==> src/tagger_pkg.sv <==
////////////////////////////////////////////////////////////
// Time tagger shared definitions
// Field widths, tag word types, register map and design ID
////////////////////////////////////////////////////////////
`default_nettype none

package tagger_pkg;

   // Raw tag word and its fields
   localparam int TAG_WORD_W = 32;
   localparam int OP_W       = 2;
   localparam int CHANNEL_W  = 6;
   localparam int SUBTIME_W  = 24;

   // Wrap count and full timestamp, time = wrap * 2^24 + subtime
   localparam int WRAP_W     = 40;
   localparam int TIME_W     = 64;
   localparam int COUNT_W    = 32;

   // Wishbone word address and data widths
   localparam int WB_ADR_W   = 8;
   localparam int WB_DAT_W   = 32;

   localparam logic [WB_DAT_W-1:0] DESIGN_ID = 32'd1;

   // Global registers live in block 0
   localparam logic [WB_ADR_W-1:0] REG_ID    = 8'h00;
   localparam logic [WB_ADR_W-1:0] REG_NCH   = 8'h01;
   localparam logic [WB_ADR_W-1:0] REG_CLEAR = 8'h02;

   // Channel n occupies words 16*n .. 16*n+15
   localparam int CH_OFS_W = 4;
   localparam logic [CH_OFS_W-1:0] CH_RISE    = 4'h0;
   localparam logic [CH_OFS_W-1:0] CH_FALL    = 4'h1;
   localparam logic [CH_OFS_W-1:0] CH_TIME_LO = 4'h2;
   localparam logic [CH_OFS_W-1:0] CH_TIME_HI = 4'h3;

   // Word type in the top two bits, 2'b11 is treated like idle
   typedef enum logic [OP_W-1:0] {
      TAG_IDLE  = 2'b00,
      TAG_EVENT = 2'b01,
      TAG_WRAP  = 2'b10
   } tag_op_e;

   typedef logic signed [CHANNEL_W-1:0] channel_t;
   typedef logic [TIME_W-1:0]           timestamp_t;
   typedef logic [COUNT_W-1:0]          count_t;

endpackage

`default_nettype wire

==> src/tag_bus_if.sv <==
////////////////////////////////////////////////////////////
// Decoded tag broadcast
// One-cycle event strobe from the decoder to all counters
////////////////////////////////////////////////////////////
`default_nettype none

interface tag_bus_if
   import tagger_pkg::*;
();
   // Strobe, no back-pressure since every counter accepts
   logic                 tag_valid;
   // Channel magnitude, always positive
   logic [CHANNEL_W-1:0] tag_channel;
   // High for a rising edge, low for a falling edge
   logic                 tag_rising;
   // Full 64-bit event time
   timestamp_t           tag_time;

   modport source (output tag_valid, output tag_channel, output tag_rising, output tag_time);
   modport sink   (input tag_valid, input tag_channel, input tag_rising, input tag_time);

endinterface

`default_nettype wire

==> src/tag_decoder.sv <==
////////////////////////////////////////////////////////////
// Tag stream decoder
// Tracks the wrap count and broadcasts events with full
// 64-bit timestamps, one cycle after the word is accepted
////////////////////////////////////////////////////////////
`default_nettype none

module tag_decoder
   import tagger_pkg::*;
(
   input  logic                  sys_clk,
   input  logic                  sys_clk_rst,
   input  logic                  tag_valid_i,
   input  logic [TAG_WORD_W-1:0] tag_data_i,
   output logic                  tag_ready_o,
   tag_bus_if.source             tag_o
);

   logic                 accept;
   tag_op_e              op;
   channel_t             channel;
   logic [CHANNEL_W-1:0] channel_mag;
   logic [SUBTIME_W-1:0] subtime;
   logic [WRAP_W-1:0]    wrap_count;
   logic                 event_hit;

   // Always ready outside reset
   assign tag_ready_o = ~sys_clk_rst;
   assign accept      = tag_valid_i & tag_ready_o;

   // Field split of the raw word
   assign op      = tag_op_e'(tag_data_i[TAG_WORD_W-1 -: OP_W]);
   assign channel = channel_t'(tag_data_i[SUBTIME_W +: CHANNEL_W]);
   assign subtime = tag_data_i[SUBTIME_W-1:0];

   // Negative channel means falling edge; -32 maps to 32 and hits no counter
   assign channel_mag = channel[CHANNEL_W-1] ? CHANNEL_W'(-channel) : CHANNEL_W'(channel);

   // Channel 0 events are dropped here
   assign event_hit = accept && (op == TAG_EVENT) && (channel != '0);

   always_ff @(posedge sys_clk) begin
      if (sys_clk_rst) begin
         wrap_count      <= '0;
         tag_o.tag_valid <= 1'b0;
      end else begin
         tag_o.tag_valid <= event_hit;
         // Wrap word moves time forward by 2^24
         if (accept && (op == TAG_WRAP)) begin
            wrap_count <= wrap_count + 1'b1;
         end
      end
   end

   // Broadcast payload, only meaningful while the strobe is high
   always_ff @(posedge sys_clk) begin
      if (event_hit) begin
         tag_o.tag_channel <= channel_mag;
         tag_o.tag_rising  <= ~channel[CHANNEL_W-1];
         // Current wrap count in the upper 40 bits
         tag_o.tag_time    <= {wrap_count, subtime};
      end
   end

endmodule

`default_nettype wire

==> src/channel_counter.sv <==
////////////////////////////////////////////////////////////
// Per-channel event counter
// Rising and falling edge counts plus last event time
////////////////////////////////////////////////////////////
`default_nettype none

module channel_counter
   import tagger_pkg::*;
#(
   parameter int CHANNEL_ID = 1
) (
   input  logic       sys_clk,
   input  logic       sys_clk_rst,
   input  logic       clear_i,
   tag_bus_if.sink    tag_i,
   output count_t     rise_count_o,
   output count_t     fall_count_o,
   output timestamp_t last_time_o
);

   // Own channel number at the bus width
   localparam logic [CHANNEL_W-1:0] MY_CHANNEL = CHANNEL_W'(CHANNEL_ID);

   logic hit;

   // Strobe addressed to this channel
   assign hit = tag_i.tag_valid && (tag_i.tag_channel == MY_CHANNEL);

   always_ff @(posedge sys_clk) begin
      if (sys_clk_rst) begin
         rise_count_o <= '0;
         fall_count_o <= '0;
         last_time_o  <= '0;
      end else if (clear_i) begin
         // Clear wins over an event in the same cycle
         rise_count_o <= '0;
         fall_count_o <= '0;
         last_time_o  <= '0;
      end else if (hit) begin
         // Counts roll over at 2^32
         if (tag_i.tag_rising) begin
            rise_count_o <= rise_count_o + 1'b1;
         end else begin
            fall_count_o <= fall_count_o + 1'b1;
         end
         last_time_o <= tag_i.tag_time;
      end
   end

endmodule

`default_nettype wire

==> src/counter_regs.sv <==
////////////////////////////////////////////////////////////
// Wishbone classic register slave
// ID and channel count, per-channel counter readout and the
// clear command
////////////////////////////////////////////////////////////
`default_nettype none

module counter_regs
   import tagger_pkg::*;
#(
   parameter int N_CHANNELS = 4
) (
   input  logic                               sys_clk,
   input  logic                               sys_clk_rst,
   input  logic                               wb_cyc_i,
   input  logic                               wb_stb_i,
   input  logic                               wb_we_i,
   input  logic [WB_ADR_W-1:0]                wb_adr_i,
   input  logic [WB_DAT_W-1:0]                wb_dat_i,
   output logic [WB_DAT_W-1:0]                wb_dat_o,
   output logic                               wb_ack_o,
   output logic                               clear_o,
   input  count_t     [N_CHANNELS-1:0]        rise_counts_i,
   input  count_t     [N_CHANNELS-1:0]        fall_counts_i,
   input  timestamp_t [N_CHANNELS-1:0]        last_times_i
);

   localparam int BLK_W = WB_ADR_W - CH_OFS_W;

   logic                req;
   logic [BLK_W-1:0]    blk;
   logic [BLK_W-1:0]    ch_idx;
   logic [CH_OFS_W-1:0] ofs;
   logic [WB_DAT_W-1:0] rd_data;

   // New request, the cycle with ack high is skipped
   assign req = wb_cyc_i & wb_stb_i & ~wb_ack_o;

   // Block number selects the channel, block 1 is array entry 0
   assign blk    = wb_adr_i[WB_ADR_W-1:CH_OFS_W];
   assign ofs    = wb_adr_i[CH_OFS_W-1:0];
   assign ch_idx = blk - 1'b1;

   // Read mux, unmapped words read as zero
   always_comb begin
      rd_data = '0;
      if (blk == '0) begin
         case (wb_adr_i)
            REG_ID:  rd_data = DESIGN_ID;
            REG_NCH: rd_data = WB_DAT_W'(N_CHANNELS);
            default: rd_data = '0;
         endcase
      end else if (blk <= N_CHANNELS) begin
         case (ofs)
            CH_RISE:    rd_data = rise_counts_i[ch_idx];
            CH_FALL:    rd_data = fall_counts_i[ch_idx];
            CH_TIME_LO: rd_data = last_times_i[ch_idx][WB_DAT_W-1:0];
            CH_TIME_HI: rd_data = last_times_i[ch_idx][TIME_W-1:WB_DAT_W];
            default:    rd_data = '0;
         endcase
      end
   end

   // Ack one cycle after the request, clear pulses alongside it
   always_ff @(posedge sys_clk) begin
      if (sys_clk_rst) begin
         wb_ack_o <= 1'b0;
         clear_o  <= 1'b0;
      end else begin
         wb_ack_o <= req;
         clear_o  <= req && wb_we_i && (wb_adr_i == REG_CLEAR);
      end
   end

   // Write cycles echo the written word
   always_ff @(posedge sys_clk) begin
      if (req) begin
         wb_dat_o <= wb_we_i ? wb_dat_i : rd_data;
      end
   end

endmodule

`default_nettype wire

==> src/time_tagger_top.sv <==
////////////////////////////////////////////////////////////
// Time tagger top level
// Tag decoder, a row of channel counters and the Wishbone
// register slave
////////////////////////////////////////////////////////////
`default_nettype none

module time_tagger_top
   import tagger_pkg::*;
#(
   parameter int N_CHANNELS = 4
) (
   input  logic                  sys_clk,
   input  logic                  sys_clk_rst,
   // Tag stream
   input  logic                  tag_valid_i,
   input  logic [TAG_WORD_W-1:0] tag_data_i,
   output logic                  tag_ready_o,
   // Wishbone classic slave
   input  logic                  wb_cyc_i,
   input  logic                  wb_stb_i,
   input  logic                  wb_we_i,
   input  logic [WB_ADR_W-1:0]   wb_adr_i,
   input  logic [WB_DAT_W-1:0]   wb_dat_i,
   output logic [WB_DAT_W-1:0]   wb_dat_o,
   output logic                  wb_ack_o
);

   count_t     [N_CHANNELS-1:0] rise_counts;
   count_t     [N_CHANNELS-1:0] fall_counts;
   timestamp_t [N_CHANNELS-1:0] last_times;
   logic                        clear;

   tag_bus_if tag_bus ();

   tag_decoder tag_decoder_inst (
      .sys_clk     (sys_clk),
      .sys_clk_rst (sys_clk_rst),
      .tag_valid_i (tag_valid_i),
      .tag_data_i  (tag_data_i),
      .tag_ready_o (tag_ready_o),
      .tag_o       (tag_bus.source)
   );

   // Channel numbers start at 1
   for (genvar i = 0; i < N_CHANNELS; i++) begin : g_channel
      channel_counter #(
         .CHANNEL_ID (i + 1)
      ) channel_counter_inst (
         .sys_clk      (sys_clk),
         .sys_clk_rst  (sys_clk_rst),
         .clear_i      (clear),
         .tag_i        (tag_bus.sink),
         .rise_count_o (rise_counts[i]),
         .fall_count_o (fall_counts[i]),
         .last_time_o  (last_times[i])
      );
   end

   counter_regs #(
      .N_CHANNELS (N_CHANNELS)
   ) counter_regs_inst (
      .sys_clk       (sys_clk),
      .sys_clk_rst   (sys_clk_rst),
      .wb_cyc_i      (wb_cyc_i),
      .wb_stb_i      (wb_stb_i),
      .wb_we_i       (wb_we_i),
      .wb_adr_i      (wb_adr_i),
      .wb_dat_i      (wb_dat_i),
      .wb_dat_o      (wb_dat_o),
      .wb_ack_o      (wb_ack_o),
      .clear_o       (clear),
      .rise_counts_i (rise_counts),
      .fall_counts_i (fall_counts),
      .last_times_i  (last_times)
   );

endmodule

`default_nettype wire

==> config.mk <==
export PLATFORM = sky130hd
export DESIGN_NAME = time_tagger_top
export DESIGN_NICKNAME = d
export VERILOG_FILES = /design/src/tagger_pkg.sv /design/src/tag_bus_if.sv /design/src/tag_decoder.sv /design/src/channel_counter.sv /design/src/counter_regs.sv /design/src/time_tagger_top.sv
export SDC_FILE = /design/constraint.sdc
export NUM_CORES = 1
export LEC_CHECK = 0
export ABC_CLOCK_PERIOD_IN_PS = 15750
export BUFFER_PORTS_ARGS = -buffer_cell sky130_fd_sc_hd__clkbuf_2
export CAP_MARGIN = 0
export CORE_MARGIN = 2
export CORE_UTILIZATION = 45
export CTS_CLUSTER_SIZE = 12
export DETAILED_ROUTE_END_ITERATION = 7
export GPL_ROUTABILITY_DRIVEN = 1
export SLEW_MARGIN = 30
export SYNTH_ARGS = -nofsm -noshare
export SYNTH_HDL_FRONTEND = slang
export SYNTH_SLANG_ARGS = --single-unit
==> constraint.sdc <==
create_clock -name sys_clk -period 15.75 [get_ports sys_clk]
set_clock_uncertainty 0.2 [all_clocks]
set_input_delay 2.3625 -clock sys_clk [delete_from_list [all_inputs] [get_ports sys_clk]]
set_output_delay 2.3625 -clock sys_clk [all_outputs]
set_load 0.02 [all_outputs]
# After elaboration in Yosys (flattened, before gate mapping)

Index checks and enable logic that the tools add are counted.
W data, S select, Z words.

Flip-flop bits (word level): 658
Bits in latches: 0
Output and inout port bits: 34
RAM bits: 0
Memories kept: 0
Bits in read-only memories: 0
Logic and storage cells: 86
Input bits: 78

Multiplexer cells: 12
Div/mod/pow operators: 0
Equal/unequal tests: 11
Multiply operators: 0
$add $sub $neg: 11
Reduce and logical (&&, ||, !) cells: 22
Shift operators: 0
Bitwise logic cells: 7
Magnitude comparators: 2

Operators with widths:

| cell                    | number |
|---|---|
| $add A32 B1 Y32 const B | 8 |
| $mux W32                | 5 |
| $bmux W32 S2            | 2 |
| $bmux W64 S2            | 1 |
| $pmux W32 S4            | 1 |
| $mux W64                | 1 |
| $add A40 B1 Y40 const B | 1 |
| $reduce_and A2 Y1       | 8 |
| $eq A6 B2 Y1 const B    | 2 |
| $logic_and A1 B1 Y1     | 9 |
| $eq A4 B2 Y1 const B    | 2 |
| $eq A8 B1 Y1 const B    | 1 |
| $eq A8 B2 Y1 const B    | 1 |
| $logic_not A4 Y1        | 2 |
| $logic_not A8 Y1        | 1 |
| $eq A6 B1 Y1 const B    | 1 |
| $eq A6 B3 Y1 const B    | 1 |
| $neg A6 Y6              | 1 |
| $pmux W3 S2             | 1 |
| $reduce_bool A6 Y1      | 1 |
| $mux W5                 | 1 |
| $eq A4 B1 Y1 const B    | 1 |
| $le A4 B3 Y1 const B    | 1 |
| $lt A4 B3 Y1 const B    | 1 |
| 6 further kinds         | 11 |

# Depth between registers and ports, before layout

Depth in word-level cells: 7
Depth in mapped cells: 10
Depth with buffers taken out: 6

# Cells and area by module

From an unflattened synthesis, not the netlist that was laid out.

Cell total of the unflattened synthesis: 3222
Area, all modules: 29985.0 um^2

Modules (own cells, without submodules):

| module                                                  | instances | sequential area each (um^2) | area each (um^2) | cells an instance |
|---|---|---|---|---|
| channel_counter (g_channel[0].channel_counter_inst ...) | 2         | 2562.5                      | 5128.7           | 629 |
| channel_counter (g_channel[2].channel_counter_inst)     | 1         | 2562.5                      | 5283.8           | 651 |
| channel_counter (g_channel[3].channel_counter_inst)     | 1         | 2562.5                      | 5172.5           | 644 |
| counter_regs                                            | 1         | 1001.0                      | 5123.7           | 354 |
| tag_decoder                                             | 1         | 2952.8                      | 4147.7           | 315 |

# Worst setup path before layout

No wires, ideal clock.

Kind: input to register
From: input port tag_data_i[24]
To: register tag_decoder_inst.tag_o.tag_channel[0] (enable)
Slack: 8494 ps
Cell stages on the path: 3
Arrival: 6513 ps
Buffers on the path: 0
Setup time: 543 ps
Required time: 15007 ps
Path through: inv_1 > ha_1 > a31oi_1

Longest elaborated chain between the ends: 2

Ends and longest elaborated chain:

| item                           | line                  | text |
|---|---|---|
| start: declaration             | time_tagger_top.sv:17 | `input logic [TAG_WORD_W-1:0] tag_data_i,` |
| $reduce_bool A6 Y1             | tag_decoder.sv:40     | `assign event_hit = accept && (op == TAG_EVENT) && (channel != '0);` |
| $logic_and A1 B1 Y1            | tag_decoder.sv:40     |  |
| net tag_decoder_inst.event_hit | tag_decoder.sv:25     | `logic event_hit;` |
| end signal: assignment         | tag_decoder.sv:58     | `tag_o.tag_channel <= channel_mag;` |
| end: declaration               | tag_bus_if.sv:19      | `modport source (output tag_valid, output tag_channel, output tag_rising, output tag_time);` |

The timed path passes the listed nets, and every way through them passes these cells.
A chain may end at the register's enable or synchronous reset.

# Worst setup path in the final report

From: input port sys_clk_rst
To: output port tag_ready_o

Longest elaborated chain between the ends: 1

Ends and longest elaborated chain:

| item               | line                  | text |
|---|---|---|
| start: declaration | time_tagger_top.sv:14 | `input logic sys_clk_rst,` |
| $not A1 Y1         | tag_decoder.sv:28     | `assign tag_ready_o = ~sys_clk_rst;` |
| end: declaration   | time_tagger_top.sv:18 | `output logic tag_ready_o,` |

Every way passes these cells.

==> results by stage <==
Power and ir drop:
- The overall power after layout is 3.54 mW.
- The power per unit of standard cell area is 106 nW/µm².
- Summed over all cells, the static leakage comes to 10.9 nW.
- The largest voltage drop on the vdd net is 0.0808 mV.

GRT:
- The maximum number of pins on one net before global-route repair is 140.
- The residual overflow from global routing is 0.
- The number of global-route vias before repair was roughly 24k.
- The first-pass GRT wire length is between 100000 and 150000 µm.
- The total routing resource utilization after global routing is 0.271.
- The initial antenna violation count was 4.

STA:
- The worst-margin pin slew is 1070 ps.
- After routing, the total negative slack on setup checks comes to 0 ps.
- The post-route minimum period is 5930 ps.
- The timing-limited maximum frequency is 169 MHz.
- The final hold violation count is 0.
- Setup repair after global routing left no endpoint under its margin.
- Dividing the final minimum period by the clock period gives 0.376.
- Headroom to the max-slew limit came out at 0.282.
- The number of pins with negative max-slew slack in the final report is 0.
- Setup violations remaining at the end of the flow were counted as 0.

Floorplan:
- The total die area is 67800 µm².
- The die is 260 µm wide.
- The area of the placeable core is approximately 65000 µm².
- In this run the count of I/O pins placed on the die edge is roughly 110.
- The number of core rows is 94.
- The die outline height is 260 µm.
- The initial cell density of the core is 0.452.

Route:
- The pre-antenna-repair detailed-routing pass consisted of 6 iterations.
- The post-detailed-route wirelength per cell is 22.5 µm.
- In the routed layout, each cell is associated on average with a via count of approximately 6.0.
- The count of antenna-violating nets left after detailed routing is 0.
- Summed over all layers, the routed wires come to 92500 µm.
- The iteration-0 DRC count of the detailed router is 2803.
- The DRC violation count after routing is 0.
- The count of vias placed by the detailed router is 24.6k.

Worst hold path:
- The hold-critical path depth is 2.
- The class of the tightest hold or removal check is reg2reg.

Critical path:
- The critical path launch point type is an input port.
- Along the worst path, the maximum fanout reaches between 40 and 50.
- The critical path startpoint is sys_clk_rst.
- The kind of end point of the critical path is an output pin.
- The worst register-to-register path has a setup slack of roughly 13000 ps.
- For the worst setup path, the data arrival time is 3360 ps.
- The worst path required time is 13190 ps.
- The worst register-to-register path has a depth of 5.
- The category of the most critical setup path is in2out.
- The startpoint of the worst-slack reg-to-reg timing path is tag_decoder_inst.tag_o.tag_channel[2].

Logic synthesis:
- In the post-synthesis netlist, the biggest area contributors are dfxtp_1, edfxtp_1, mux4_2.
- The synthesis-stage register bit count is between 600 and 700.
- dfxtp_1 takes more of the synthesized area than any other cell.
- For this run, asynchronously set or reset flops after synthesis account for 0.
- The number of different library cells in the post-synthesis netlist is 58.
- The most frequent cell after synthesis is nand2_1.
- The number of nets handed over by synthesis was 3258.
- A synthesized cell averages 9.34 µm².
- The count of flip-flops with a built-in enable after synthesis is 103.
- Sorting the synthesized cells by how often they occur yields nand2_1, dfxtp_1, a21oi_1.
- The total of warnings raised by yosys is 0.
- The sequential share of the synthesized area is 0.480.
- For this run, the leading register cell type out of synthesis is dfxtp_1.
- The number of cells produced by synthesis is approximately 3.2k.
- In this run the cell area of the synthesized design comes to just under 30000 µm².
- Of the post-synthesis cell area, the dominant cell type holds 0.376.

Job:
- The tool flagged a number of max-cap violations equal to 0.

CTS:
- TritonCTS built the clock tree.
- The clock tree root driver cell is clkbuf_16.
- Clock latency on the worst-skew pair, taken at its later pin, is 620 ps.
- The tree built by TritonCTS fans out to 658 sinks.
- Once the clock tree was built, the resizer swapped 0 gates to a different size.
- The number of hold buffers added after cts is 0.
- The depth of the CTS H-tree is 3.
- The TritonCTS buffer count is 73.
- After clock tree synthesis, the clock-pin slew on the worst setup and hold paths is 60 ps.
- The post-CTS setup buffer count is 0.
- No sink is reached through more buffers than the 3 on the longest clock path.

Finish:
- The multi-input gate area in the final layout is 14500 µm².
- The register area is 14200 µm².
- Of the cells placed in the final design, the portion with a size suffix greater than 1 is 0.135.
- With fillers left out, the area of the finished cells amounts to 33400 µm².
- From synthesis to final layout, the design area changed by 12.8%.
- The total of fill cells in the finished design is around 6k.
- The final net count is between 3k and 4k.

Status:
- The run finished with clean final reports.

Place:
- The cell area reported after detailed placement is about 31000 µm².
- The congestion estimate from routability-driven global placement came to 0.917.
- Once detailed placement completed, the half-perimeter wirelength came to 61700 µm.
- In this run the tool buffered the top-level ports with 111 buffer cells.
==> kinds of logic (layout without fill, tap and decap cells) <==
kind of cell    count (synthesis)  count (layout)  share of synthesized area
simple gates                 1401            1401                      0.221
flops                         658             658                      0.480
compound gates                481             481                     0.0928
buf+inv                       254             328                     0.0336
xor+xnor                      228             228                     0.0675
mux                           136             136                      0.100
fa+ha+maj                      11              11                    0.00465
other cells                     0               1                          0
==> per-layer routing <==
layer	wire length, µm	track usage	up-vias
met4	2890	0.104	0
met5	0	0	-
met3	8370	0.0494	170
met2	42900	0.431	1118
met1	38300	0.368	12113
li1	-	-	11218
==> layout make-up <==
| cell class | instances | area share |
|---|---|---|
| multi-input cells | 2257 | 0.436 |
| clock inverters | 16 | 0.00375 |
| diodes | 1 | 0.0000750 |
| inverters | 41 | 0.00461 |
| well taps | 864 | 0.0324 |
| flip-flops and latches | 658 | 0.426 |
| clock buffers | 120 | 0.0673 |
| repair buffers | 151 | 0.0302 |
==> state kept, by name, indices dropped and copies added, names as in the netlist <==
register	flops
tag_decoder_inst.tag_o.tag_rising	1
tag_decoder_inst.tag_o.tag_time	64
tag_decoder_inst.tag_o.tag_channel	6
g_channel.channel_counter_inst.fall_count_o	128
g_channel.channel_counter_inst.rise_count_o	128
tag_decoder_inst.wrap_count	40
g_channel.channel_counter_inst.last_time_o	256
tag_decoder_inst.tag_o.tag_valid	1
counter_regs_inst.wb_dat_o	32
counter_regs_inst.clear_o	1
counter_regs_inst.wb_ack_o	1
==> through the flow <==
stage                     std cells  hold WS (ps)   util  setup slack (ps)
after detailed placement       3970           243  0.473              9280
after CTS                      4106           251  0.510              9830
final                          4108           252  0.510              9820
after global routing           4108           265  0.510              9640
after global placement         3965           238  0.471              9350
after floorplan                3169           223      -              8490
==> critical path: stages <==
cell	delay [ps]
clkbuf_2	70
buf_4	480
inv_1	230
clkbuf_2	210
==> worst max path at each step <==
| stage | to | slack [ps] | cells after the start |
|---|---|---|---|
| floorplan | tag_decoder_inst.tag_o.tag_channel[0] | 8490 | 3 |
| global placement | counter_regs_inst.wb_dat_o[4] | 9350 | 8 |
| detailed placement | counter_regs_inst.wb_dat_o[5] | 9280 | 8 |
| CTS | tag_ready_o | 9830 | 4 |
| global route | counter_regs_inst.wb_dat_o[5] | 9640 | 8 |
| finish | tag_ready_o | 9820 | 4 |
==> placed cells by master (no fill, tap or decap), types with 51 or more instances in the layout <==
master / n
nand2_1: 653
dfxtp_1: 555
a21oi_1: 317
nor2_1: 259
mux4_2: 128
xor2_1: 126
nand3_1: 112
clkbuf_2: 110
edfxtp_1: 103
xnor2_1: 102
nand4_1: 94
clkbuf_16: 75
a22oi_1: 64
or3_1: 51
==> power breakdown <==
group / switching [mW] / leakage [nW] / internal, mW / total [mW]
sequential: 0.00846 / 5.50 / 1.71 / 1.72
combinational: 0.0865 / 4.27 / 0.0425 / 0.129
clock: 0.709 / 1.17 / 0.979 / 1.69
total: 0.804 / 10.9 / 2.73 / 3.54
(Power assumes the default switching activity.)
